==> src/design/lsu_pkg.sv <==
`default_nettype none

package lsu_pkg;

    // ************************************************************
    // widths
    // ************************************************************
    localparam int xlen      = 64;  // data and address
    localparam int inst_w    = 32;
    localparam int reg_idx_w = 5;
    localparam int strb_w    = xlen / 8;  // bytes per word

    // instruction field positions
    localparam int rd_lsb  = 7;   // rd is inst[11:7]
    localparam int rs2_lsb = 20;  // rs2 is inst[24:20]

    typedef logic [xlen-1:0]      xlen_t;
    typedef logic [inst_w-1:0]    inst_t;
    typedef logic [reg_idx_w-1:0] reg_idx_t;
    typedef logic [strb_w-1:0]    strb_t;

    // ************************************************************
    // operation carried down from decode
    // ************************************************************
    typedef enum logic [4:0] {
        op_none,  // bubble or no write
        op_alu,
        op_link,  // jal / jalr, rd = pc + 4
        op_csr,   // old csr value rides on src2
        op_lb,
        op_lh,
        op_lw,
        op_ld,
        op_lbu,
        op_lhu,
        op_lwu,
        op_sb,
        op_sh,
        op_sw,
        op_sd
    } mem_op_t;

    function automatic logic is_load(mem_op_t op);
        return op inside {op_lb, op_lh, op_lw, op_ld, op_lbu, op_lhu, op_lwu};
    endfunction

    function automatic logic is_store(mem_op_t op);
        return op inside {op_sb, op_sh, op_sw, op_sd};
    endfunction

    // bytes touched by a memory op, 0 for everything else
    function automatic logic [3:0] access_bytes(mem_op_t op);
        case (op)
            op_lb, op_lbu, op_sb: return 4'd1;
            op_lh, op_lhu, op_sh: return 4'd2;
            op_lw, op_lwu, op_sw: return 4'd4;
            op_ld, op_sd:         return 4'd8;
            default:              return 4'd0;
        endcase
    endfunction

endpackage

`default_nettype wire

==> src/design/wb_select.sv <==
`default_nettype none

module wb_select
    import lsu_pkg::*;
(
    input  mem_op_t op,
    input  xlen_t   pc,
    input  xlen_t   alu_result,
    input  xlen_t   src2,    // csr old value, never forwarded
    input  xlen_t   ldata,
    output logic    wen,
    output xlen_t   wdata
);

    always_comb begin
        wen   = 1'b1;
        wdata = '0;
        if (is_load(op)) begin
            wdata = ldata;
        end else begin
            case (op)
                op_alu:  wdata = alu_result;
                op_link: wdata = pc + xlen_t'(4);  // return address
                op_csr:  wdata = src2;
                default: wen   = 1'b0;             // stores and bubbles
            endcase
        end
    end

endmodule

`default_nettype wire

==> config.mk <==
export PLATFORM = sky130hd
export DESIGN_NAME = wb_select
export DESIGN_NICKNAME = d
export VERILOG_FILES = /design/src/design/lsu_pkg.sv /design/src/design/wb_select.sv
export SDC_FILE = /design/constraint.sdc
export NUM_CORES = 1
export LEC_CHECK = 0
export BUFFER_PORTS_ARGS = -buffer_cell sky130_fd_sc_hd__buf_2
export CORE_AREA = 4 4 126 128
export DETAILED_ROUTE_END_ITERATION = 7
export DIE_AREA = 0 0 130 132
export PLACE_DENSITY = 0.63
export SLEW_MARGIN = 10
export SYNTH_ARGS = -nofsm -noshare
export SYNTH_HDL_FRONTEND = slang
export SYNTH_SLANG_ARGS = --single-unit
==> constraint.sdc <==
create_clock -name vclk -period 3
set_input_delay 0.3 -clock vclk [all_inputs]
set_output_delay 0.3 -clock vclk [all_outputs]
set_load 0.005 [all_outputs]
=== Yosys cells after proc, flatten, opt, wreduce, memory -nomap -nowiden ===
Cells that the tools add are included.

* Equality and inequality tests: 10
* Reduce and logical (&&, ||, !) cells: 2
* Multiplexer cells: 4
* $add $sub $neg: 1

{| class="wikitable"
|+ Operator list
! operator !! count
|-
| $pmux 64 s3 || 1
|-
| $add 64x3->64 const B || 1
|-
| $mux 64 || 1
|-
| $eq 5x3->1 const B || 4
|-
| $eq 5x4->1 const B || 3
|-
| $eq 5x2->1 const B || 2
|-
| $reduce_bool 7->1 || 1
|-
| $eq 5x1->1 const B || 1
|-
| $reduce_or 3->1 || 1
|-
| $mux 1 || 2
|}

* Register bits: 0
* Input port bits: 261
* Output and inout bits: 65

=== Depth between registers and ports, before layout ===
* Word-level depth: 4
* Gate-level depth with buffers: 7
* Depth with buffers taken out: 6

=== Least setup slack after synthesis ===
OpenSTA, ideal clock, no wires.

* Kind: input-to-output
* Start: in pc[9]
* End: out wdata[53]
* Path slack: 0.706 ns
* Cell stages on the path: 6
* Data required time: 2.700 ns
* Buffers on the path: 1
* Arrival: 1.994 ns
* Path through: nand3_2 -> or4_4 -> buf_6 -> or4b_1 -> or3_1 -> nand3_1

* Cells in the longest elaborated chain, start to end: 3

{| class="wikitable"
|+ RTL lines
! element !! line !! text
|-
| start, declared || wb_select.sv:7 || <nowiki>input xlen_t pc,</nowiki>
|-
| $add 64x3->64 || wb_select.sv:23 || <nowiki>op_link: wdata = pc + xlen_t'(4);</nowiki>
|-
| $pmux 64 s3 || wb_select.sv:21 || <nowiki>case (op)</nowiki>
|-
| $mux 64 || wb_select.sv:18 || <nowiki>if (is_load(op)) begin</nowiki>
|-
| end, declared || wb_select.sv:12 || <nowiki>output xlen_t wdata</nowiki>
|}

Every way passes these cells.

=== Worst setup path in the final report ===
* Start: in pc[39]
* End: out wdata[53]

Same word-level chain as after synthesis.

==> reports/qor.csv <==
stage,metric,value,unit
hold_path,min_from,ldata[16],
worst_setup_path,path_class,input port to primary output,
status,outcome,completed,
final_layout,area_growth,59.22,%
drt,vias,5355,
hold_path,whs_path_depth,4,
worst_setup_path,cpMaxStageDelayCell,or4_4,
floorplanning,core,14860,um2
final_layout,final-seq-area,0,um2
worst_setup_path,cp_top_family,simple AND/OR/NAND/NOR gates,
timing,hold_viol_final,0,
logic_synthesis,syn-num-nets,770,
floorplanning,start_util,21.68,%
logic_synthesis,synthesis.area,3222,um2
global_route,antenna_found_initial,0,
hold_path,hold_class,input port to primary output,
floorplanning,fp.dieArea,17160,um2
global_route,grt_pass1_wl,27430,um
drt,drt_pass1_iterations,5,
placement,post-dp-hpwl,15830,um
timing,finalSetupTns,0,ns
final_layout,final_util,34.51,%
drt,highest_layer,met4,
timing,slew_headroom,50.14,%
global_route,grt_pass1_vias,5076,
placement,gp_congestion,0.9201,
timing,worst_slack,0.3011,ns
timing,fmax,0.3705,GHz
floorplanning,chipHeight,132,um
drt,wl_met3,1693,um
worst_setup_path,crit_chain,buf_2 > nand4_1 > or4_4 > or4b_1 > or3_1 > nand3_1 > buf_2,
final_layout,drive_above_1_share,43.57,%
clock_tree,post_cts.repair.setup_buffers,0,
drt,postRouteAntennaNets,0,
worst_setup_path,cp_data_required_time,2.70,ns
final_layout,fin_cells,1005,
timing,setup_violations,0,
worst_setup_path,worst_path_largest_cell_delay,0.63,ns
job,drv_cap,0,
drt,routed_wl,18680,um
drt,remaining_drc_errors,0,
worst_setup_path,worstPathMaxFanout,7,
timing,slew_viol_final,0,
floorplanning,io_pins,326,
final_layout,insertedDiodeCount,0,
global_route,overflow,0,
drt,avgViaCountPerCell,5.328,
placement,io_buffers,326,
floorplanning,dieWidth,130,um
logic_synthesis,avgSynthCellArea,6.342,um2
worst_setup_path,startpoint,pc[39],
pwr,power_density,107.6,nW/um2
timing,timing.final.crit_share,89.96,%
logic_synthesis,yosys_warnings,0,
final_layout,nClkBuffers,0,
final_layout,final_nets,1081,
worst_setup_path,end_kind,primary output,
clock_tree,ctsHoldBuffers,0,
timing,holdWs,0.8793,ns
logic_synthesis,netlist_instances,508,
global_route,grt_max_degree,66,
logic_synthesis,yosysSeqAreaShare,0,%
global_route,gr-usage-all-layers,19.66,%
timing,worst_pin_slew,0.7417,ns
timing,fin_crit,2.699,ns
placement,dp_slack,0.2718,ns
final_layout,nFillCells,1682,
timing,rsz0062_at_grt,no,
drt,drtIter0Drc,298,
worst_setup_path,cp-start-kind,input port,
floorplanning,rows,45,
pwr,ir_drop,0.00003210,V
hold_path,whs_endpoint,wdata[16],
drt,avgRoutedWirePerCell,18.59,um
drt,wl_met1,7658,um
drt,met2_length,9116,um
clock_tree,post_cts_resized,0,
logic_synthesis,ys_types,40,
placement,placedCellCount,1005,
worst_setup_path,cp_common_cell,buf_2,
pwr,p_leak,2.473,nW
worst_setup_path,arrival,2.40,ns
final_layout,nFlopsAndLatches,0,
worst_setup_path,cp_num_buf_inv,2,
-- area by class of cell --
class	count	area, um2	area share (%)
inverters	5	18.77	0.3659
multi-input cells	469	3089	60.22
well taps	188	235.2	4.585
repair buffers	343	1787	34.83
-- where the power goes --
group	switching (mW)	leakage, nW	internal [mW]
Combinational	0.280	2.47	0.272
Sequential	0	0	0
Clock	0	0	0
-- layout by cell type (no fill, tap or decap), types with 2 or more instances in the layout --
cell type / n
buf_2: 325
mux2i_1: 65
nor2_1: 55
nand3_1: 50
nand4_1: 39
a21oi_1: 37
nand2_1: 35
xor2_1: 25
o21ai_0: 24
o221ai_1: 18
xnor2_1: 16
buf_4: 16
nor4_1: 14
nor3_1: 13
or4_1: 10
and3_1: 9
o211ai_1: 8
or3_1: 6
inv_1: 5
and4_1: 4
nor4_2: 4
o31ai_1: 4
a22oi_1: 3
a221o_1: 3
nand3_2: 3
o32ai_1: 3
a31oi_1: 3
nand3b_1: 2
or4_4: 2
o22a_1: 2
buf_12: 2
-- metal layers --
| metal | global-route usage (%) | vias to the layer above |
|---|---|---|
| met3 | 3.039 | 14 |
| li1 | - | 2607 |
| met4 | 1.963 | 0 |
| met1 | 26.15 | 2467 |
| met5 | 0 | - |
| met2 | 34.44 | 267 |
-- kinds of logic after synthesis --
kind of cell | count (synthesis) | share of synthesized area, %
and+or+nand+nor | 255 | 42.17
adders and majority gates | 1 | 0.3883
buffers and inverters | 39 | 4.777
AOI/OAI and AO/OA | 107 | 21.32
muxes | 65 | 20.19
xor gates and xnor gates | 41 | 11.15
-- synthesized netlist by cell type (2+ instances only) --
master    count  area (um2)
inv_1         5       18.77
nand4_1      39       244.0
o22a_1        2       17.52
mux2i_1      65       650.6
nor4_1       15       93.84
nand3b_1      2       15.01
buf_1         6       22.52
a21oi_1      37       185.2
nor3_1       14       70.07
nand2_1      36       135.1
or4_1        10       75.07
o31ai_1       4       30.03
nor4_2        3       37.54
o32ai_1       3       26.28
a22oi_1       3       22.52
o21ai_0      24       120.1
or4_4         2       22.52
nor2_1       56       210.2
o221ai_1     18       157.7
nand3_2       3       30.03
xor2_1       25       219.0
a221o_1       3       30.03
xnor2_1      16       140.1
a31oi_1       3       18.77
and4_1        4       35.03
and3_1        9       56.30
nand3_1      50       250.2
or3_1         6       37.54
o211ai_1      8       60.06
clkbuf_1     27       101.4
-- per-stage QoR --
step,power (mW),cell area [um2]
detailed placement,0.5537,5130
floorplan,0.2233,3222
global placement,0.5503,5130
global route,0.6073,5130
finish,0.5521,5130
CTS,0.5560,5130
-- worst max path at each step --
stage                           end  cells past startpoint
after floorplan           wdata[53]                      6
after global placement    wdata[53]                      7
after detailed placement  wdata[62]                      7
after CTS                 wdata[62]                      7
after global routing      wdata[62]                      7
final                     wdata[53]                      7
(Power assumes the default switching activity.)
