--- src/design/lsu_pkg.sv ---
`default_nettype none

package lsu_pkg;

    // ************************************************************
    // widths
    // ************************************************************
    localparam int xlen      = 64;  // data and address
    localparam int inst_w    = 32;
    localparam int reg_idx_w = 5;
    localparam int strb_w    = xlen / 8;  // bytes per word

    // instruction field positions
    localparam int rd_lsb  = 7;   // rd is inst[11:7]
    localparam int rs2_lsb = 20;  // rs2 is inst[24:20]

    typedef logic [xlen-1:0]      xlen_t;
    typedef logic [inst_w-1:0]    inst_t;
    typedef logic [reg_idx_w-1:0] reg_idx_t;
    typedef logic [strb_w-1:0]    strb_t;

    // ************************************************************
    // operation carried down from decode
    // ************************************************************
    typedef enum logic [4:0] {
        op_none,  // bubble or no write
        op_alu,
        op_link,  // jal / jalr, rd = pc + 4
        op_csr,   // old csr value rides on src2
        op_lb,
        op_lh,
        op_lw,
        op_ld,
        op_lbu,
        op_lhu,
        op_lwu,
        op_sb,
        op_sh,
        op_sw,
        op_sd
    } mem_op_t;

    function automatic logic is_load(mem_op_t op);
        return op inside {op_lb, op_lh, op_lw, op_ld, op_lbu, op_lhu, op_lwu};
    endfunction

    function automatic logic is_store(mem_op_t op);
        return op inside {op_sb, op_sh, op_sw, op_sd};
    endfunction

    // bytes touched by a memory op, 0 for everything else
    function automatic logic [3:0] access_bytes(mem_op_t op);
        case (op)
            op_lb, op_lbu, op_sb: return 4'd1;
            op_lh, op_lhu, op_sh: return 4'd2;
            op_lw, op_lwu, op_sw: return 4'd4;
            op_ld, op_sd:         return 4'd8;
            default:              return 4'd0;
        endcase
    endfunction

endpackage

`default_nettype wire

--- src/design/load_unit.sv ---
`default_nettype none

module load_unit
    import lsu_pkg::*;
(
    input  mem_op_t op,
    input  xlen_t   addr,
    input  xlen_t   rdata,  // whole ram word
    output xlen_t   ldata
);

    logic [5:0] shamt;
    xlen_t      lane_data;  // addressed byte moved down to bit 0

    assign shamt     = {addr[2:0], 3'b000};
    assign lane_data = rdata >> shamt;

    // ************************************************************
    // size select and extension
    // ************************************************************
    always_comb begin
        case (op)
            op_lb: begin
                ldata = {{(xlen-8){lane_data[7]}}, lane_data[7:0]};
            end
            op_lh: begin
                ldata = {{(xlen-16){lane_data[15]}}, lane_data[15:0]};
            end
            op_lw: begin
                ldata = {{(xlen-32){lane_data[31]}}, lane_data[31:0]};
            end
            op_lbu:  ldata = {{(xlen-8){1'b0}}, lane_data[7:0]};
            op_lhu:  ldata = {{(xlen-16){1'b0}}, lane_data[15:0]};
            op_lwu:  ldata = {{(xlen-32){1'b0}}, lane_data[31:0]};
            op_ld:   ldata = lane_data;  // aligned, lane 0
            default: ldata = '0;         // not a load
        endcase
    end

endmodule

`default_nettype wire

--- config.mk ---
export PLATFORM = sky130hd
export DESIGN_NAME = load_unit
export DESIGN_NICKNAME = d
export VERILOG_FILES = /design/src/design/lsu_pkg.sv /design/src/design/load_unit.sv
export SDC_FILE = /design/constraint.sdc
export NUM_CORES = 1
export LEC_CHECK = 0
export ABC_AREA = 0
export ABC_CLOCK_PERIOD_IN_PS = 2000
export BUFFER_PORTS_ARGS = -buffer_cell sky130_fd_sc_hd__buf_4
export CAP_MARGIN = 20
export CORE_MARGIN = 3
export CORE_UTILIZATION = 40
export DETAILED_ROUTE_END_ITERATION = 7
export PLACE_DENSITY = 0.85
export SLEW_MARGIN = 10
export SYNTH_ARGS = -nofsm -noshare
export SYNTH_HDL_FRONTEND = slang
export SYNTH_SLANG_ARGS = --single-unit
export TNS_END_PERCENT = 50
--- constraint.sdc ---
create_clock -name vclk -period 2
set_input_delay 0.2 -clock vclk [all_inputs]
set_output_delay 0.2 -clock vclk [all_outputs]
set_load 0.01 [all_outputs]
Yosys cells after proc, flatten, opt, wreduce, memory -nomap -nowiden
Index checks and enable logic that the tools add are counted.

cells by class
  $add $sub $neg = 0
  $mul = 0
  div/mod/pow operators = 0
  order comparisons = 0
  equality and inequality tests = 7
  shift operators = 1
  muxes and demuxes = 1
  bitwise gates (word level) = 0
  reductions and logical operators = 0

operators with widths
  cell                                                                   count
  64-bit case mux with 7 select lines                                    1
  64-bit by 6-bit >> shifter with 64-bit output                          1
  5-bit by 3-bit equality test with 1-bit output, second input constant  4
  5-bit by 4-bit equality test with 1-bit output, second input constant  3

storage, ports and cells
  flip-flop bits (word level) = 0
  bits in latches = 0
  RAM bits = 0
  memory bits (read-only) = 0
  memories kept = 0

Logic depth before layout (Yosys ltp)
  depth in word-level cells = 2
  mapped depth = 8
  gate-level depth less buffers = 5

Worst setup path before layout
Ideal clock, no wire load.

  kind = input port to output port
  start = in op[3]
  end = out ldata[38]
  arrival time = 1.521 ns
  required time = 1.800 ns
  path slack = 0.279 ns
  stages on the path = 5
  buffers on the path = 1
  path through = nand2b_1 -> or4b_2 -> o221a_4 -> buf_6 -> nand2_2

between the ends
  longest elaborated chain between the ends = 2
  elaborated cells on any way between the ends = 8

RTL lines
  what                                                                                                              line             text
  start, declared                                                                                                   load_unit.sv:6   input mem_op_t op,
  5-bit by 3-bit equality test with 1-bit output or 5-bit by 4-bit equality test with 1-bit output (tied branches)  load_unit.sv:22  case (op)
  64-bit case mux with 7 select lines (*)                                                                           load_unit.sv:22
  end, declared                                                                                                     load_unit.sv:9   output xlen_t ldata

Mark *: on every way between the ends. The rest lies on a longest branch, timed or not.

Worst setup path after layout
  start = in addr[1]
  end = out ldata[32]

between the ends
  longest elaborated chain between the ends = 2

RTL lines
  what                                           line             text
  start, declared                                load_unit.sv:7   input xlen_t addr,
  64-bit by 6-bit >> shifter with 64-bit output  load_unit.sv:16  assign lane_data = rdata >> shamt;
  64-bit case mux with 7 select lines            load_unit.sv:22

Every way passes these cells.

==> impl_results.rst <==
.. list-table::
   :header-rows: 1

   * - Metric
     - Value
   * - Warnings from Yosys
     - 0
   * - Cell count after synthesis
     - 296
   * - WL final
     - 9320 µm
   * - Most frequently used cell type in the post-synthesis netlist
     - sky130_fd_sc_hd__nand2_1
   * - Maximum number of pins on one net before global-route repair
     - 31
   * - Post-synth top area cell
     - sky130_fd_sc_hd__mux4_2
   * - Relative slew slack
     - 47.2%
   * - Routed via count
     - 3043
   * - Post-route ant nets
     - 0
   * - Final weighted congestion in routability-driven placement
     - 0.874
   * - P&R area growth vs syn
     - 58.2%
   * - Global-route total usage across every layer
     - 27.7%
   * - FFs & Latches
     - 0
   * - Post-route fraction of the period consumed by the critical path
     - 97.9%
   * - PnR Total Power
     - 0.738 mW
   * - Slew at the pin closest to its max-slew limit
     - 0.790 ns
   * - Peak Freq
     - 511 MHz
   * - Hold-fix buffers at CTS
     - 0
   * - Status
     - finished clean
   * - Share of final-layout standard cells stronger than drive strength 1
     - 54.3%
   * - Number of maximum-capacitance constraint violations
     - 0
   * - IO Port Bufs
     - 136
   * - Sum of overflow across all layers after global routing
     - 0
   * - Design Area, Final
     - 3550 µm²
   * - Initial antenna violation count
     - 0
   * - Via density
     - 6.03
   * - Wire length per cell after detailed routing
     - 18.4 µm
   * - Critical Path Start Type
     - primary input
   * - Post-synthesis instance area
     - 2240 µm²
   * - VDD IR-drop max
     - 0.000122 V
   * - Leak pwr
     - 1.77 nW
   * - Crit end category
     - output port
   * - Proportion of synthesized chip area in sequential cells
     - 0%
   * - Die Y-Extent
     - 80.9 µm
   * - Synth top area cells
     - sky130_fd_sc_hd__mux4_2 29%, sky130_fd_sc_hd__mux2i_1 13%, sky130_fd_sc_hd__nand2_1 11%
   * - Syn nets
     - 429
   * - Slew Viols, Final
     - 0
   * - Final hold violation count
     - 0
   * - Die footprint
     - 6540 µm²
   * - Initial Utilization
     - 42.6%
   * - Worst slack on hold paths
     - 0.714 ns
   * - Critical-path maximum fanout
     - 9
   * - Global-route wire length before repair
     - 14400 µm
   * - Worst Path Required
     - 1.80 ns
   * - Std cell rows
     - 26
   * - Cell area after placement
     - 3390 µm²
   * - Remaining DRCs
     - 0
   * - Clock buffer count in the final layout
     - 0
   * - Combined flip-flop and latch cell area
     - 0 µm²
   * - Count of routing violations after the opening detailed-route iteration
     - 203
   * - Type of the most critical hold path
     - primary input to output port
   * - Critical path type
     - primary input to output port
   * - Final setup fails
     - 0
   * - Number of global-route vias before repair
     - 2963
   * - Leading cell types by count after synthesis
     - 68 x sky130_fd_sc_hd__nand2_1, 40 x sky130_fd_sc_hd__o21ai_0, 30 x sky130_fd_sc_hd__mux2i_1, 29 x sky130_fd_sc_hd__mux4_2, 15 x sky130_fd_sc_hd__nand2_2
   * - Number of diodes
     - 0
   * - Boundary Pins
     - 197
   * - Multi-input gate area in the final layout
     - 2140 µm²
   * - Areal power density over the cells
     - 208 nW/µm²
   * - Capturing element of the worst setup path
     - ldata[32]
   * - Filler instances
     - 444
   * - Detailed-routing iteration count for the pre-antenna-repair pass
     - 6
   * - Die width
     - 80.9 µm
   * - Core Region
     - 5270 µm²
   * - Shortest period the worst path allows
     - 1.96 ns
   * - Post-synthesis area per instance
     - 7.58 µm²
   * - Timing startpoint of the critical path
     - addr[1]
   * - Fraction of post-synthesis cell area in the top cell type by area
     - 29.1%
   * - Final #Nets
     - 570
   * - Placed wire-length estimate
     - 6910 µm
   * - Critical Path AT
     - 1.76 ns
   * - Distinct cell type count after synthesis
     - 38
   * - RSZ-0062 raised after global routing
     - no
   * - Core Util, Final
     - 67.3%
[layout by cell type, fill, tap and decap left out, types with 4 or more instances in the layout]
cell / instances
sky130_fd_sc_hd__nand2_2: 15
sky130_fd_sc_hd__o21ai_2: 8
sky130_fd_sc_hd__nand3_1: 5
sky130_fd_sc_hd__inv_1: 8
sky130_fd_sc_hd__and2_1: 5
sky130_fd_sc_hd__nor2_1: 4
sky130_fd_sc_hd__mux2i_1: 29
sky130_fd_sc_hd__nor2b_1: 4
sky130_fd_sc_hd__o21ai_0: 38
sky130_fd_sc_hd__a31oi_1: 8
sky130_fd_sc_hd__nand2_1: 68
sky130_fd_sc_hd__a22oi_1: 8
sky130_fd_sc_hd__mux4_2: 29
sky130_fd_sc_hd__a21oi_1: 7
sky130_fd_sc_hd__buf_4: 159
sky130_fd_sc_hd__mux2_2: 7
[cell families after synthesis]
logic type / count (synthesis) / share of synthesized area, %
buffers and inverters: 37 / 8.81
AND/OR/NAND/NOR: 118 / 25.2
multiplexers: 66 / 46.0
AO/OA/AOI/OAI: 75 / 20.0
[report_power, final]
part           leakage [nW]  internal, mW  switching, mW
Clock                     0             0              0
Combinational          1.77         0.393          0.345
Sequential                0             0              0
[per-stage QoR]
step,setup TNS [ns],cells,setup slack (ns)
global route,0,505,0.000433
global placement,-2.60,497,-0.173
finish,0,505,0.0427
detailed placement,-3.36,497,-0.198
CTS,-0.00788,499,-0.00788
floorplan,0,296,0.279
[critical path, cell delays in order]
cell and delay (ns):
sky130_fd_sc_hd__buf_6 0.13, sky130_fd_sc_hd__mux2i_4 0.20, sky130_fd_sc_hd__mux4_2 0.56, sky130_fd_sc_hd__o221a_4 0.33
sky130_fd_sc_hd__buf_4 0.17, sky130_fd_sc_hd__nand2_2 0.05, sky130_fd_sc_hd__buf_4 0.11
[timing repair]
action / 4_1_cts / 5_1_grt
cloned: 2 / 0
setup endpoints to repair: 48 / 47
setup buffers: 0 / 6
gates resized for setup: 9 / 13
pin swaps: 2 / 3
[worst min path at each step]
stage                   start   endpoint  slack (ns)  depth (start not counted)
floorplan           rdata[56]  ldata[56]        0.52                          2
global placement    rdata[60]  ldata[60]        0.71                          4
detailed placement  rdata[60]  ldata[60]        0.71                          4
CTS                 rdata[57]  ldata[57]        0.71                          4
global route        rdata[61]  ldata[61]        0.74                          4
finish              rdata[57]  ldata[57]        0.71                          4
[area by class of cell]
class | count | area share [%]
inverter | 9 | 0.952
multi-input combinational | 261 | 60.2
tap | 70 | 2.47
timing repair buffer | 165 | 36.4
[layer usage]
metal | track usage [%] | share of wire [%] | vias to the layer above
li1 | - | - | 1382
met4 | 9.63 | 3.5 | 0
met2 | 51.6 | 51 | 209
met3 | 2.22 | 9.9 | 42
met5 | 0 | 0 | -
met1 | 33.0 | 35 | 1410
Note: power is estimated with default switching activity, not from simulation.
