$ cat config.mk
export PLATFORM = sky130hd
export DESIGN_NAME = store_unit
export DESIGN_NICKNAME = d
export VERILOG_FILES = /design/src/design/lsu_pkg.sv /design/src/design/store_unit.sv
export SDC_FILE = /design/constraint.sdc
export NUM_CORES = 1
export LEC_CHECK = 0
export BUFFER_PORTS_ARGS = -buffer_cell sky130_fd_sc_hd__buf_2
export CAP_MARGIN = 10
export CORE_AREA = 2 2 110 112
export DETAILED_ROUTE_END_ITERATION = 8
export DIE_AREA = 0 0 112 114
export PLACE_DENSITY_LB_ADDON = 0.08
export SETUP_SLACK_MARGIN = 0.3
export SLEW_MARGIN = 40
export SYNTH_ARGS = -nofsm -noshare
export SYNTH_HDL_FRONTEND = slang
export SYNTH_SLANG_ARGS = --single-unit
$ cat constraint.sdc
create_clock -name vclk -period 6.6
set_input_delay 0.66 -clock vclk [all_inputs]
set_output_delay 0.66 -clock vclk [all_outputs]
set_load 0.005 [all_outputs]
$ cat src/design/lsu_pkg.sv
`default_nettype none

package lsu_pkg;

    // ************************************************************
    // widths
    // ************************************************************
    localparam int xlen      = 64;  // data and address
    localparam int inst_w    = 32;
    localparam int reg_idx_w = 5;
    localparam int strb_w    = xlen / 8;  // bytes per word

    // instruction field positions
    localparam int rd_lsb  = 7;   // rd is inst[11:7]
    localparam int rs2_lsb = 20;  // rs2 is inst[24:20]

    typedef logic [xlen-1:0]      xlen_t;
    typedef logic [inst_w-1:0]    inst_t;
    typedef logic [reg_idx_w-1:0] reg_idx_t;
    typedef logic [strb_w-1:0]    strb_t;

    // ************************************************************
    // operation carried down from decode
    // ************************************************************
    typedef enum logic [4:0] {
        op_none,  // bubble or no write
        op_alu,
        op_link,  // jal / jalr, rd = pc + 4
        op_csr,   // old csr value rides on src2
        op_lb,
        op_lh,
        op_lw,
        op_ld,
        op_lbu,
        op_lhu,
        op_lwu,
        op_sb,
        op_sh,
        op_sw,
        op_sd
    } mem_op_t;

    function automatic logic is_load(mem_op_t op);
        return op inside {op_lb, op_lh, op_lw, op_ld, op_lbu, op_lhu, op_lwu};
    endfunction

    function automatic logic is_store(mem_op_t op);
        return op inside {op_sb, op_sh, op_sw, op_sd};
    endfunction

    // bytes touched by a memory op, 0 for everything else
    function automatic logic [3:0] access_bytes(mem_op_t op);
        case (op)
            op_lb, op_lbu, op_sb: return 4'd1;
            op_lh, op_lhu, op_sh: return 4'd2;
            op_lw, op_lwu, op_sw: return 4'd4;
            op_ld, op_sd:         return 4'd8;
            default:              return 4'd0;
        endcase
    endfunction

endpackage

`default_nettype wire

$ cat src/design/store_unit.sv
`default_nettype none

module store_unit
    import lsu_pkg::*;
(
    input  mem_op_t  op,
    input  xlen_t    addr,
    input  xlen_t    src2,      // rs2 value read back in decode
    input  reg_idx_t rs2,
    input  logic     wb_valid,
    input  logic     wb_wen,
    input  reg_idx_t wb_rd,
    input  xlen_t    wb_wdata,
    output xlen_t    wdata,     // lane aligned
    output strb_t    wmask
);

    logic       fwd_hit;
    xlen_t      sdata;
    logic [3:0] nbytes;
    logic [5:0] shamt;      // lane in bits
    strb_t      base_mask;  // low nbytes set
    xlen_t      keep_bits;

    // wb writes rs2 this cycle, so src2 is stale. x0 never forwards
    assign fwd_hit = wb_valid && wb_wen && (wb_rd != '0) && (wb_rd == rs2);
    assign sdata   = fwd_hit ? wb_wdata : src2;

    assign nbytes = access_bytes(op);
    assign shamt  = {addr[2:0], 3'b000};

    always_comb begin
        // 9 bits wide so that 8 bytes gives 8'hff
        base_mask = strb_t'((9'd1 << nbytes) - 9'd1);

        for (int i = 0; i < strb_w; i++) begin
            keep_bits[8*i +: 8] = {8{base_mask[i]}};
        end

        if (is_store(op)) begin
            wdata = (sdata & keep_bits) << shamt;
            wmask = base_mask << addr[2:0];  // bytes past lane 7 drop off
        end else begin
            wdata = '0;
            wmask = '0;
        end
    end

endmodule

`default_nettype wire

# Word-level counts from Yosys, hierarchy flattened
# Memory sizes are Yosys's and may differ from the RTL's.
# Index checks and enable logic that the tools add are counted.
# totals
in_bits	209
rom_bits	64
memories	1
word_cells	20
reg_bits	0
# classes
n_mux	4
shift	3
n_bitwise	1
addsub	1
n_reduce_logical	5
n_eq_ne	5
# mem_list
memory	words	width	read_ports	rd_clocked_by_memory_dff	write_ports	line_no	rtl
(name not given)	16	4	1	0	0	lsu_pkg.sv:53	case (op)
# op_table
cell	count
two-way mux 64 bit	2
AND 64 bit	1
left shift 64 x 6 -> 64 bit	1
== test 5 x 4 -> 1 bit (second input constant)	4
two-way mux 8 bit	1
left shift 1 x 4 -> 8 bit (first input constant)	1
left shift 8 x 3 -> 8 bit	1
subtractor 8 x 1 -> 8 bit (second input constant)	1
== test 5 bit	1
nonzero test 5 bit	1
two-way mux 4 bit	1
nonzero test 4 bit	1
logical AND 1 bit	3

# Logic depth before layout (Yosys ltp)
# Gate-level depths: netlist of run 1.
# depth
word_depth	7
depth_mapped	15

# Worst setup path after synthesis of run 1
# Ideal clock, no wire load.
# synth_timing
path_type	input port to output port
startpoint	input port op[1]
endpoint	output port wdata[48]
path_slack_ns	2.682
required_ns	5.940
t_arrival_ns	3.258
stages	15
path_cell_list	inv_1 -> ha_1 -> clkbuf_2 -> nor2b_1 -> o21ai_0 -> a31o_1 -> buf_2 -> inv_2 -> ha_1 -> inv_1 -> o311a_1 -> o221ai_2 -> nor2_1 -> a2111oi_0 -> a211oi_1
# synth_between
elab_chain_len	7
# synth_rtl
element	line_no	rtl
from (decl)	store_unit.sv:6	input mem_op_t op,
memory read (16 x 4 bit)	n/a	
two-way mux 4 bit	lsu_pkg.sv:53	
left shift 1 x 4 -> 8 bit	store_unit.sv:34	base_mask = strb_t'((9'd1 << nbytes) - 9'd1);
subtractor 8 x 1 -> 8 bit	store_unit.sv:34	
AND 64 bit	store_unit.sv:41	wdata = (sdata & keep_bits) << shamt;
left shift 64 x 6 -> 64 bit	store_unit.sv:41	
two-way mux 64 bit *	store_unit.sv:40	if (is_store(op)) begin
to (decl)	store_unit.sv:14	output xlen_t wdata,
# Mark *: on every way between the ends. The rest lies on a longest branch, timed or not.

# Worst setup path in the final report of run 1
# layout_timing
startpoint	input port op[1]
endpoint	output port wdata[50]
# The elaborated chain is that of the path after synthesis.

==> results of run 1 <==
[area by class of cell]
type | instances | share of cell area, %
Tap cell | 147 | 4.52
Multi-Input combinational cell | 378 | 66.4
Inverter | 9 | 0.830
Timing Repair Buffer | 223 | 28.3
[power by group through the flow]
stage	sequential [uW]	clock, uW	combinational, uW
6_report	0	0	232
5_1_grt	0	0	253
4_1_cts	0	0	231
3_5_place_dp	0	0	229
3_3_place_gp	0	0	227
2_1_floorplan	0	0	134
[critical path: stages]
cell and delay, ns:
sky130_fd_sc_hd__buf_2 0.10, sky130_fd_sc_hd__inv_1 0.05, sky130_fd_sc_hd__ha_1 0.28, sky130_fd_sc_hd__mux2_2 0.31, sky130_fd_sc_hd__a21oi_1 0.33, sky130_fd_sc_hd__a31o_1 0.69
sky130_fd_sc_hd__inv_2 0.13, sky130_fd_sc_hd__ha_1 0.32, sky130_fd_sc_hd__inv_1 0.13, sky130_fd_sc_hd__nor2_1 0.07, sky130_fd_sc_hd__mux2i_2 0.56, sky130_fd_sc_hd__o22a_1 0.30
sky130_fd_sc_hd__a2bb2oi_1 0.38, sky130_fd_sc_hd__a211oi_1 0.13, sky130_fd_sc_hd__buf_2 0.16
[per-layer routing]
| metal | wire length, um | vias to the layer above | global-route usage, % |
|---|---|---|---|
| met3 | 1010 | 8 | 2.07 |
| met5 | 0 | - | 0 |
| met1 | 6500 | 2021 | 30.0 |
| met4 | 136 | 0 | 1.71 |
| met2 | 7980 | 186 | 42.8 |
| li1 | - | 2040 | - |
[final timing paths]
path	startpoint	end	slack, ns	depth (start not counted)
worst max-delay path	op[1]	wdata[50]	1.34	15
worst min-delay path	src2[7]	wdata[7]	1.79	4
[stage by stage]
stage | power, uW | instances | utilization [%]
6_report | 232 | 757 | 34.7
5_1_grt | 253 | 757 | 34.7
4_1_cts | 231 | 757 | 34.7
3_5_place_dp | 229 | 757 | 34.7
3_3_place_gp | 227 | 755 | 34.4
2_1_floorplan | 134 | 424 | -
[synthesized netlist by cell type, drive strengths merged, types with 6 or more instances]
master	number
buf	14
nand3	9
mux2i	70
a2bb2oi	7
a2111oi	6
mux2	8
o22a	7
nor2b	9
a21oi	28
o32ai	7
o2bb2ai	6
o21ai	23
inv	9
nor2	49
a22oi	8
o221ai	11
clkbuf	23
nand2	21
nor3	20
a211oi	14
o22ai	32
[cell families (layout without fill, tap and decap cells)]
group	after synthesis	in the layout	share of synthesized area [%]
multiplexers	78	78	27.7
XOR/XNOR	5	5	1.79
AND/OR/NAND/NOR	125	125	20.6
buffers and inverters	46	232	6.89
adder cells (fa/ha/maj)	5	5	2.18
AO/OA/AOI/OAI	165	165	40.8
==> impl_metrics.ini, run 1 <==
[cts]
post_cts_resized = 0
cts_hold_buffers = 0
cts_setup_buffers = 0

[global_route]
grt_antenna_before_repair = 0
first_global_vias = 4186
total_routing_resource_utilization_after_global_routing_pct = 22.9
pin_count_of_the_biggest_net_entering_global_routing = 43
global_route.overflow_total = 0
wire_length_of_the_first_global_routing_pass_um = 23500

[finish]
fillers = 1342
n_clock_buffer = 0
final_instance_area_um2 = 4070
p_r_area_growth_vs_syn_pct = 41.9
ff_latch_area_um2 = 0
drive_gt1_share_pct = 40.8
multi_input_combinational_cell_area_um2 = 2700
nFlopsAndLatches = 0
mostFrequentLayoutCell = sky130_fd_sc_hd__buf_2
layout.cells.most_common_list = sky130_fd_sc_hd__buf_2 (220), sky130_fd_sc_hd__mux2i_1 (69), sky130_fd_sc_hd__nor2_1 (46)
antennaDiodeCount = 0
num-nets-final = 826

[worst_hold_path]
hp-class = in2out

[sta]
fin_setup_tns_ns = 0
timing.final.crit_share_pct = 79.7
maxClockFrequency_mhz = 190
finalCriticalPeriod_ns = 5.26
finalWorstSetupSlack_ns = 1.34
slew_violations = 0
holdWs_ns = 1.79
setup_viol_count_final = 0
worst_slew_margin_rel_pct = 43.7
hold_violations = 0
rsz0062_at_grt = false
max_slew.worst_pin.slew_ns = 0.845

[logic_synthesis]
synth-seq-area-share_pct = 0
synth_area_um2 = 2870
yosysTopAreaCellShare_pct = 24.1
syn_nets = 638
synth_area_leaders = sky130_fd_sc_hd__mux2i_1 (24%), sky130_fd_sc_hd__o22ai_1 (7.0%), sky130_fd_sc_hd__nor2_1 (6.3%)
synthDistinctLibCells = 59
yosysTopAreaCell = sky130_fd_sc_hd__mux2i_1
yosys_warnings = 0
synth_cells = 424
post_synth.cell_area_avg_um2 = 6.76

[power]
power.density_nw_per_um2 = 57.0
internal-power_uw = 93.5
seqPwrFrac_pct = 0
p_leak_uw = 0.00218
power_switching_uw = 138
share_comb_of_total_power_pct = 100.0
power.ir.vdd_worst_uv = 26.4
p_sw_share_pct = 59.7
power.clock.fraction_pct = 0

[floorplan]
floorplan.core_area_um2 = 11700
ios = 281
die_area_um2 = 12800
core.rowCount = 40
dieWidth_um = 112
initial_utilization_pct = 24.5
die_h_um = 114

[critical_path]
critical_path_required_ns = 5.94
path_class = in2out
setup.worst_path.end_class = output pin
critPathMaxFanout = 19
cp-start-kind = input pin
wp_data_arrival_ns = 4.60

[drt]
routed_wire_length_per_instance_um = 20.6
route.final.wire_length_um = 15600
dr.first_iter.drc_count = 272
detail-route-antenna-nets = 0
route.detailed.drc = 0
first_pass_iters = 5
num_vias = 4255
viasPerCell = 5.62

[placed_design]
gp_congestion = 0.864
io_buffers = 220
postPlaceCellArea_um2 = 4070
hpwl_um = 12900
place_worst_setup_slack_ns = 1.44

[run]
drv_cap = 0

[status]
run_status = finished, final reports clean
No activity file was read; power rests on OpenSTA's default activity.
==> run 2, diff against run 1 <==
Clock period 6.6 ns to 4.9 ns, I/O delays scaled along.
==> impl_metrics.ini, run 2 (same netlist as run 1, synthesis figures left out) <==
[floorplan]
floorplan.core_area_um2 = 11700
dieWidth_um = 112
core.rowCount = 40
initial_utilization_pct = 24.5
ios = 281
die_h_um = 114
die_area_um2 = 12800

[sta]
max_slew.worst_pin.slew_ns = 0.823
rsz0062_at_grt = false
fin_setup_tns_ns = 0
hold_violations = 0
finalCriticalPeriod_ns = 4.24
maxClockFrequency_mhz = 236
setup_viol_count_final = 0
slew_violations = 0
worst_slew_margin_rel_pct = 45.1
timing.final.crit_share_pct = 86.6

[placed_design]
gp_congestion = 0.843
io_buffers = 220
hpwl_um = 12700
place_inst = 760

[global_route]
pin_count_of_the_biggest_net_entering_global_routing = 43
wire_length_of_the_first_global_routing_pass_um = 22700
first_global_vias = 4158
global_route.overflow_total = 0
total_routing_resource_utilization_after_global_routing_pct = 22.2
grt_antenna_before_repair = 0

[critical_path]
crit_family = compound AO/OA/AOI/OAI gates
critical_path_required_ns = 4.41
cp-start-kind = input pin
wp_data_arrival_ns = 3.75
crit_chain = buf_2 -> inv_1 -> ha_1 -> nor2b_1 -> o21ai_0 -> a31o_1 -> inv_2 -> ha_1 -> inv_1 -> o311a_1 -> o221ai_4 -> nor2_1 -> a2111oi_0 -> a211oi_1 -> buf_2
path_class = in2out
crit_buf_inv = 5
critPathMaxFanout = 9
setup.worst_path.end_class = output pin
critPathMaxStageDelay_ns = 0.50
worst_path_max_delay_cell = sky130_fd_sc_hd__a2111oi_0

[worst_hold_path]
worst_hold_path.num_cells = 4
timing.hold.worst.start = wb_wdata[7]
hp-class = in2out
timing.hold.worst_endpoint = wdata[7]

[drt]
first_pass_iters = 5
viasPerCell = 5.66
route.detailed.drc = 0
detail-route-antenna-nets = 0
num_vias = 4301
dr.first_iter.drc_count = 264
route.final.wire_length_um = 15400
routed_wire_length_per_instance_um = 20.3

[finish]
nFlopsAndLatches = 0
num-nets-final = 829
layout.cells.most_common_list = sky130_fd_sc_hd__buf_2 (220), sky130_fd_sc_hd__mux2i_1 (69), sky130_fd_sc_hd__nor2_1 (47)
drive_gt1_share_pct = 40.9
core_utilization_of_the_finished_layout_pct = 34.8
ff_latch_area_um2 = 0
p_r_area_growth_vs_syn_pct = 42.0
antennaDiodeCount = 0
multi_input_combinational_cell_area_um2 = 2710
fillers = 1333
mostFrequentLayoutCell = sky130_fd_sc_hd__buf_2
n_clock_buffer = 0
final-instance-count-excl-fill = 760

[cts]
post_cts_resized = 0
cts_setup_buffers = 0
cts_hold_buffers = 0

[power]
p_leak_uw = 0.00218
power.density_nw_per_um2 = 77.8
power.ir.vdd_worst_uv = 31.3

[status]
run_status = finished, final reports clean

[run]
drv_cap = 0
## run 2: cell count changes in the layout (fill, tap and decap cells not counted)
cell,before,now
sky130_fd_sc_hd__nor2_1,46,47
sky130_fd_sc_hd__o221ai_4,0,1
sky130_fd_sc_hd__nor2_2,3,2
sky130_fd_sc_hd__buf_4,0,6
sky130_fd_sc_hd__buf_8,2,0
sky130_fd_sc_hd__o221ai_2,2,1
sky130_fd_sc_hd__buf_12,1,0
## run 2: where the power goes
group,internal [uW],switching (uW),leakage [uW]
clock,0,0,0
combinational,129,188,0.00218
sequential,0,0,0
total,129,188,0.00218
## run 2: tightest hold or removal path, delay by kind of cell
kind	cells	cell delay (ns)
buffers and inverters	2	0.22
multiplexers	1	0.09
AND/OR/NAND/NOR	1	0.18
## run 2: worst max-delay path by stage
stage / from / depth (start not counted) / slack (ns) / end
2_1_floorplan: op[1] / 15 / 1.32 / wdata[48]
3_3_place_gp: op[1] / 15 / 0.58 / wdata[48]
3_5_place_dp: op[1] / 15 / 0.58 / wdata[48]
4_1_cts: op[1] / 15 / 0.56 / wdata[48]
5_1_grt: op[1] / 15 / 0.36 / wdata[63]
6_report: op[1] / 15 / 0.66 / wdata[48]
## run 2: cell type report
cell class,instances,share of cell area (%)
well taps,147,4.52
inverters,9,0.829
multi-input cells,378,66.5
repair buffers,226,28.1
## run 2: metal layers
metal  routed length [um]  share of wire [%]  global-route usage [%]
met1                 6380                 41                    29.1
met2                 7670                 50                    40.4
met3                 1070                7.0                    1.70
met4                  289                1.9                    3.98
met5                    0                  0                       0
## run 2: per-stage QoR
| stage | power, uW | cell area (um2) | setup WS, ns | hold WS, ns |
|---|---|---|---|---|
| floorplan | 180 | 2870 | 1.32 | 1.24 |
| global placement | 308 | 4050 | 0.578 | 1.46 |
| detailed placement | 311 | 4060 | 0.579 | 1.47 |
| CTS | 312 | 4060 | 0.564 | 1.47 |
| global route | 344 | 4070 | 0.362 | 1.51 |
| finish | 317 | 4070 | 0.658 | 1.47 |
==> run 3, diff against run 2 <==
==> constraint.sdc (replaced) <==
create_clock -name vclk -period 4.9
set_input_delay 0.245 -clock vclk [all_inputs]
set_output_delay 0.245 -clock vclk [all_outputs]
set_load 0.005 [all_outputs]
==> impl_metrics.ini, run 3 (same netlist as run 1, synthesis figures left out) <==
[floorplan]
floorplan.core_area_um2 = 11700
core.rowCount = 40
dieWidth_um = 112
ios = 281
die_h_um = 114
initial_utilization_pct = 24.5
die_area_um2 = 12800

[critical_path]
critPathMaxFanout = 19
wp_data_arrival_ns = 3.84
cp-start-kind = input pin
critical_path_required_ns = 4.66
path_class = in2out
setup.worst_path.end_class = output pin

[finish]
n_clock_buffer = 0
antennaDiodeCount = 0
layout.cells.most_common_list = sky130_fd_sc_hd__buf_2 (220), sky130_fd_sc_hd__mux2i_1 (69), sky130_fd_sc_hd__nor2_1 (47)
p_r_area_growth_vs_syn_pct = 41.4
multi_input_combinational_cell_area_um2 = 2700
drive_gt1_share_pct = 40.8
nFlopsAndLatches = 0
fillers = 1324
ff_latch_area_um2 = 0
num-nets-final = 828
mostFrequentLayoutCell = sky130_fd_sc_hd__buf_2

[power]
internal-power_uw = 128
power.clock.fraction_pct = 0
power.ir.vdd_worst_uv = 37.2
seqPwrFrac_pct = 0
p_sw_share_pct = 59.3
share_comb_of_total_power_pct = 100.0
power_switching_uw = 186
p_leak_uw = 0.00218
totalPowerFinal_uw = 313
power.density_nw_per_um2 = 77.3

[global_route]
grt_antenna_before_repair = 0
global_route.overflow_total = 0
wire_length_of_the_first_global_routing_pass_um = 23000
pin_count_of_the_biggest_net_entering_global_routing = 43
first_global_vias = 4173
total_routing_resource_utilization_after_global_routing_pct = 22.4

[sta]
max_slew.worst_pin.slew_ns = 0.839
maxClockFrequency_mhz = 245
rsz0062_at_grt = false
timing.final.crit_share_pct = 83.5
slew_violations = 0
worst_slew_margin_rel_pct = 44.0
hold_violations = 0
finalCriticalPeriod_ns = 4.09
fin_setup_tns_ns = 0
setup_viol_count_final = 0

[cts]
cts_hold_buffers = 0
post_cts_resized = 0
cts_setup_buffers = 0

[drt]
first_pass_iters = 4
route.final.wire_length_um = 15400
viasPerCell = 5.62
routed_wire_length_per_instance_um = 20.3
dr.first_iter.drc_count = 264
route.detailed.drc = 0
num_vias = 4266
detail-route-antenna-nets = 0

[placed_design]
hpwl_um = 12800
io_buffers = 220
gp_congestion = 0.864

[run]
drv_cap = 0

[status]
run_status = finished, final reports clean

[worst_hold_path]
hp-class = in2out
## run 3: path summary, 6_finish.rpt
kind / startpoint / to / slack (ns) / cells past startpoint
setup / recovery: op[1] / wdata[49] / 0.81 / 16
hold / removal: src2[7] / wdata[7] / 0.96 / 4
## run 3: per-stage QoR
step	cell area [um2]	util (%)	setup slack [ns]	std cells	hold slack, ns
after floorplan	2870	-	1.81	424	0.754
after global routing	4050	34.6	0.580	759	0.988
after detailed placement	4050	34.6	0.828	759	0.970
after CTS	4050	34.6	0.819	759	0.967
after global placement	4040	34.5	0.902	759	0.967
final	4050	34.6	0.810	759	0.962
## run 3: power groups by stage
stage | clock, uW | sequential [uW] | combinational, uW
2_1_floorplan | 0 | 0 | 180
3_3_place_gp | 0 | 0 | 308
3_5_place_dp | 0 | 0 | 310
4_1_cts | 0 | 0 | 312
5_1_grt | 0 | 0 | 342
6_report | 0 | 0 | 313
## run 3: cell type report
| type | instances | share of cell area [%] |
|---|---|---|
| multi-input combinational | 378 | 66.5 |
| tap | 147 | 4.54 |
| inverter | 9 | 0.833 |
| timing repair buffer | 225 | 28.1 |
## run 3: layer usage
metal | GRT usage (%) | part of all wire, % | vias to the layer above
met5 | 0 | 0 | -
met4 | 2.20 | 1.2 | 0
met3 | 2.07 | 5.9 | 11
met2 | 42.1 | 51 | 165
met1 | 29.0 | 42 | 2047
li1 | - | - | 2043
## run 3: critical path, cell delays in order
cell and delay (ns):
sky130_fd_sc_hd__buf_2 0.10, sky130_fd_sc_hd__inv_1 0.05, sky130_fd_sc_hd__ha_1 0.27, sky130_fd_sc_hd__mux2_2 0.31, sky130_fd_sc_hd__a21oi_1 0.29, sky130_fd_sc_hd__a31o_1 0.20, sky130_fd_sc_hd__buf_4 0.24, sky130_fd_sc_hd__inv_2 0.09
sky130_fd_sc_hd__ha_1 0.29, sky130_fd_sc_hd__inv_1 0.13, sky130_fd_sc_hd__nor2_1 0.07, sky130_fd_sc_hd__mux2i_2 0.56, sky130_fd_sc_hd__o22a_1 0.30, sky130_fd_sc_hd__a2bb2oi_1 0.39, sky130_fd_sc_hd__a211oi_1 0.13, sky130_fd_sc_hd__buf_2 0.16
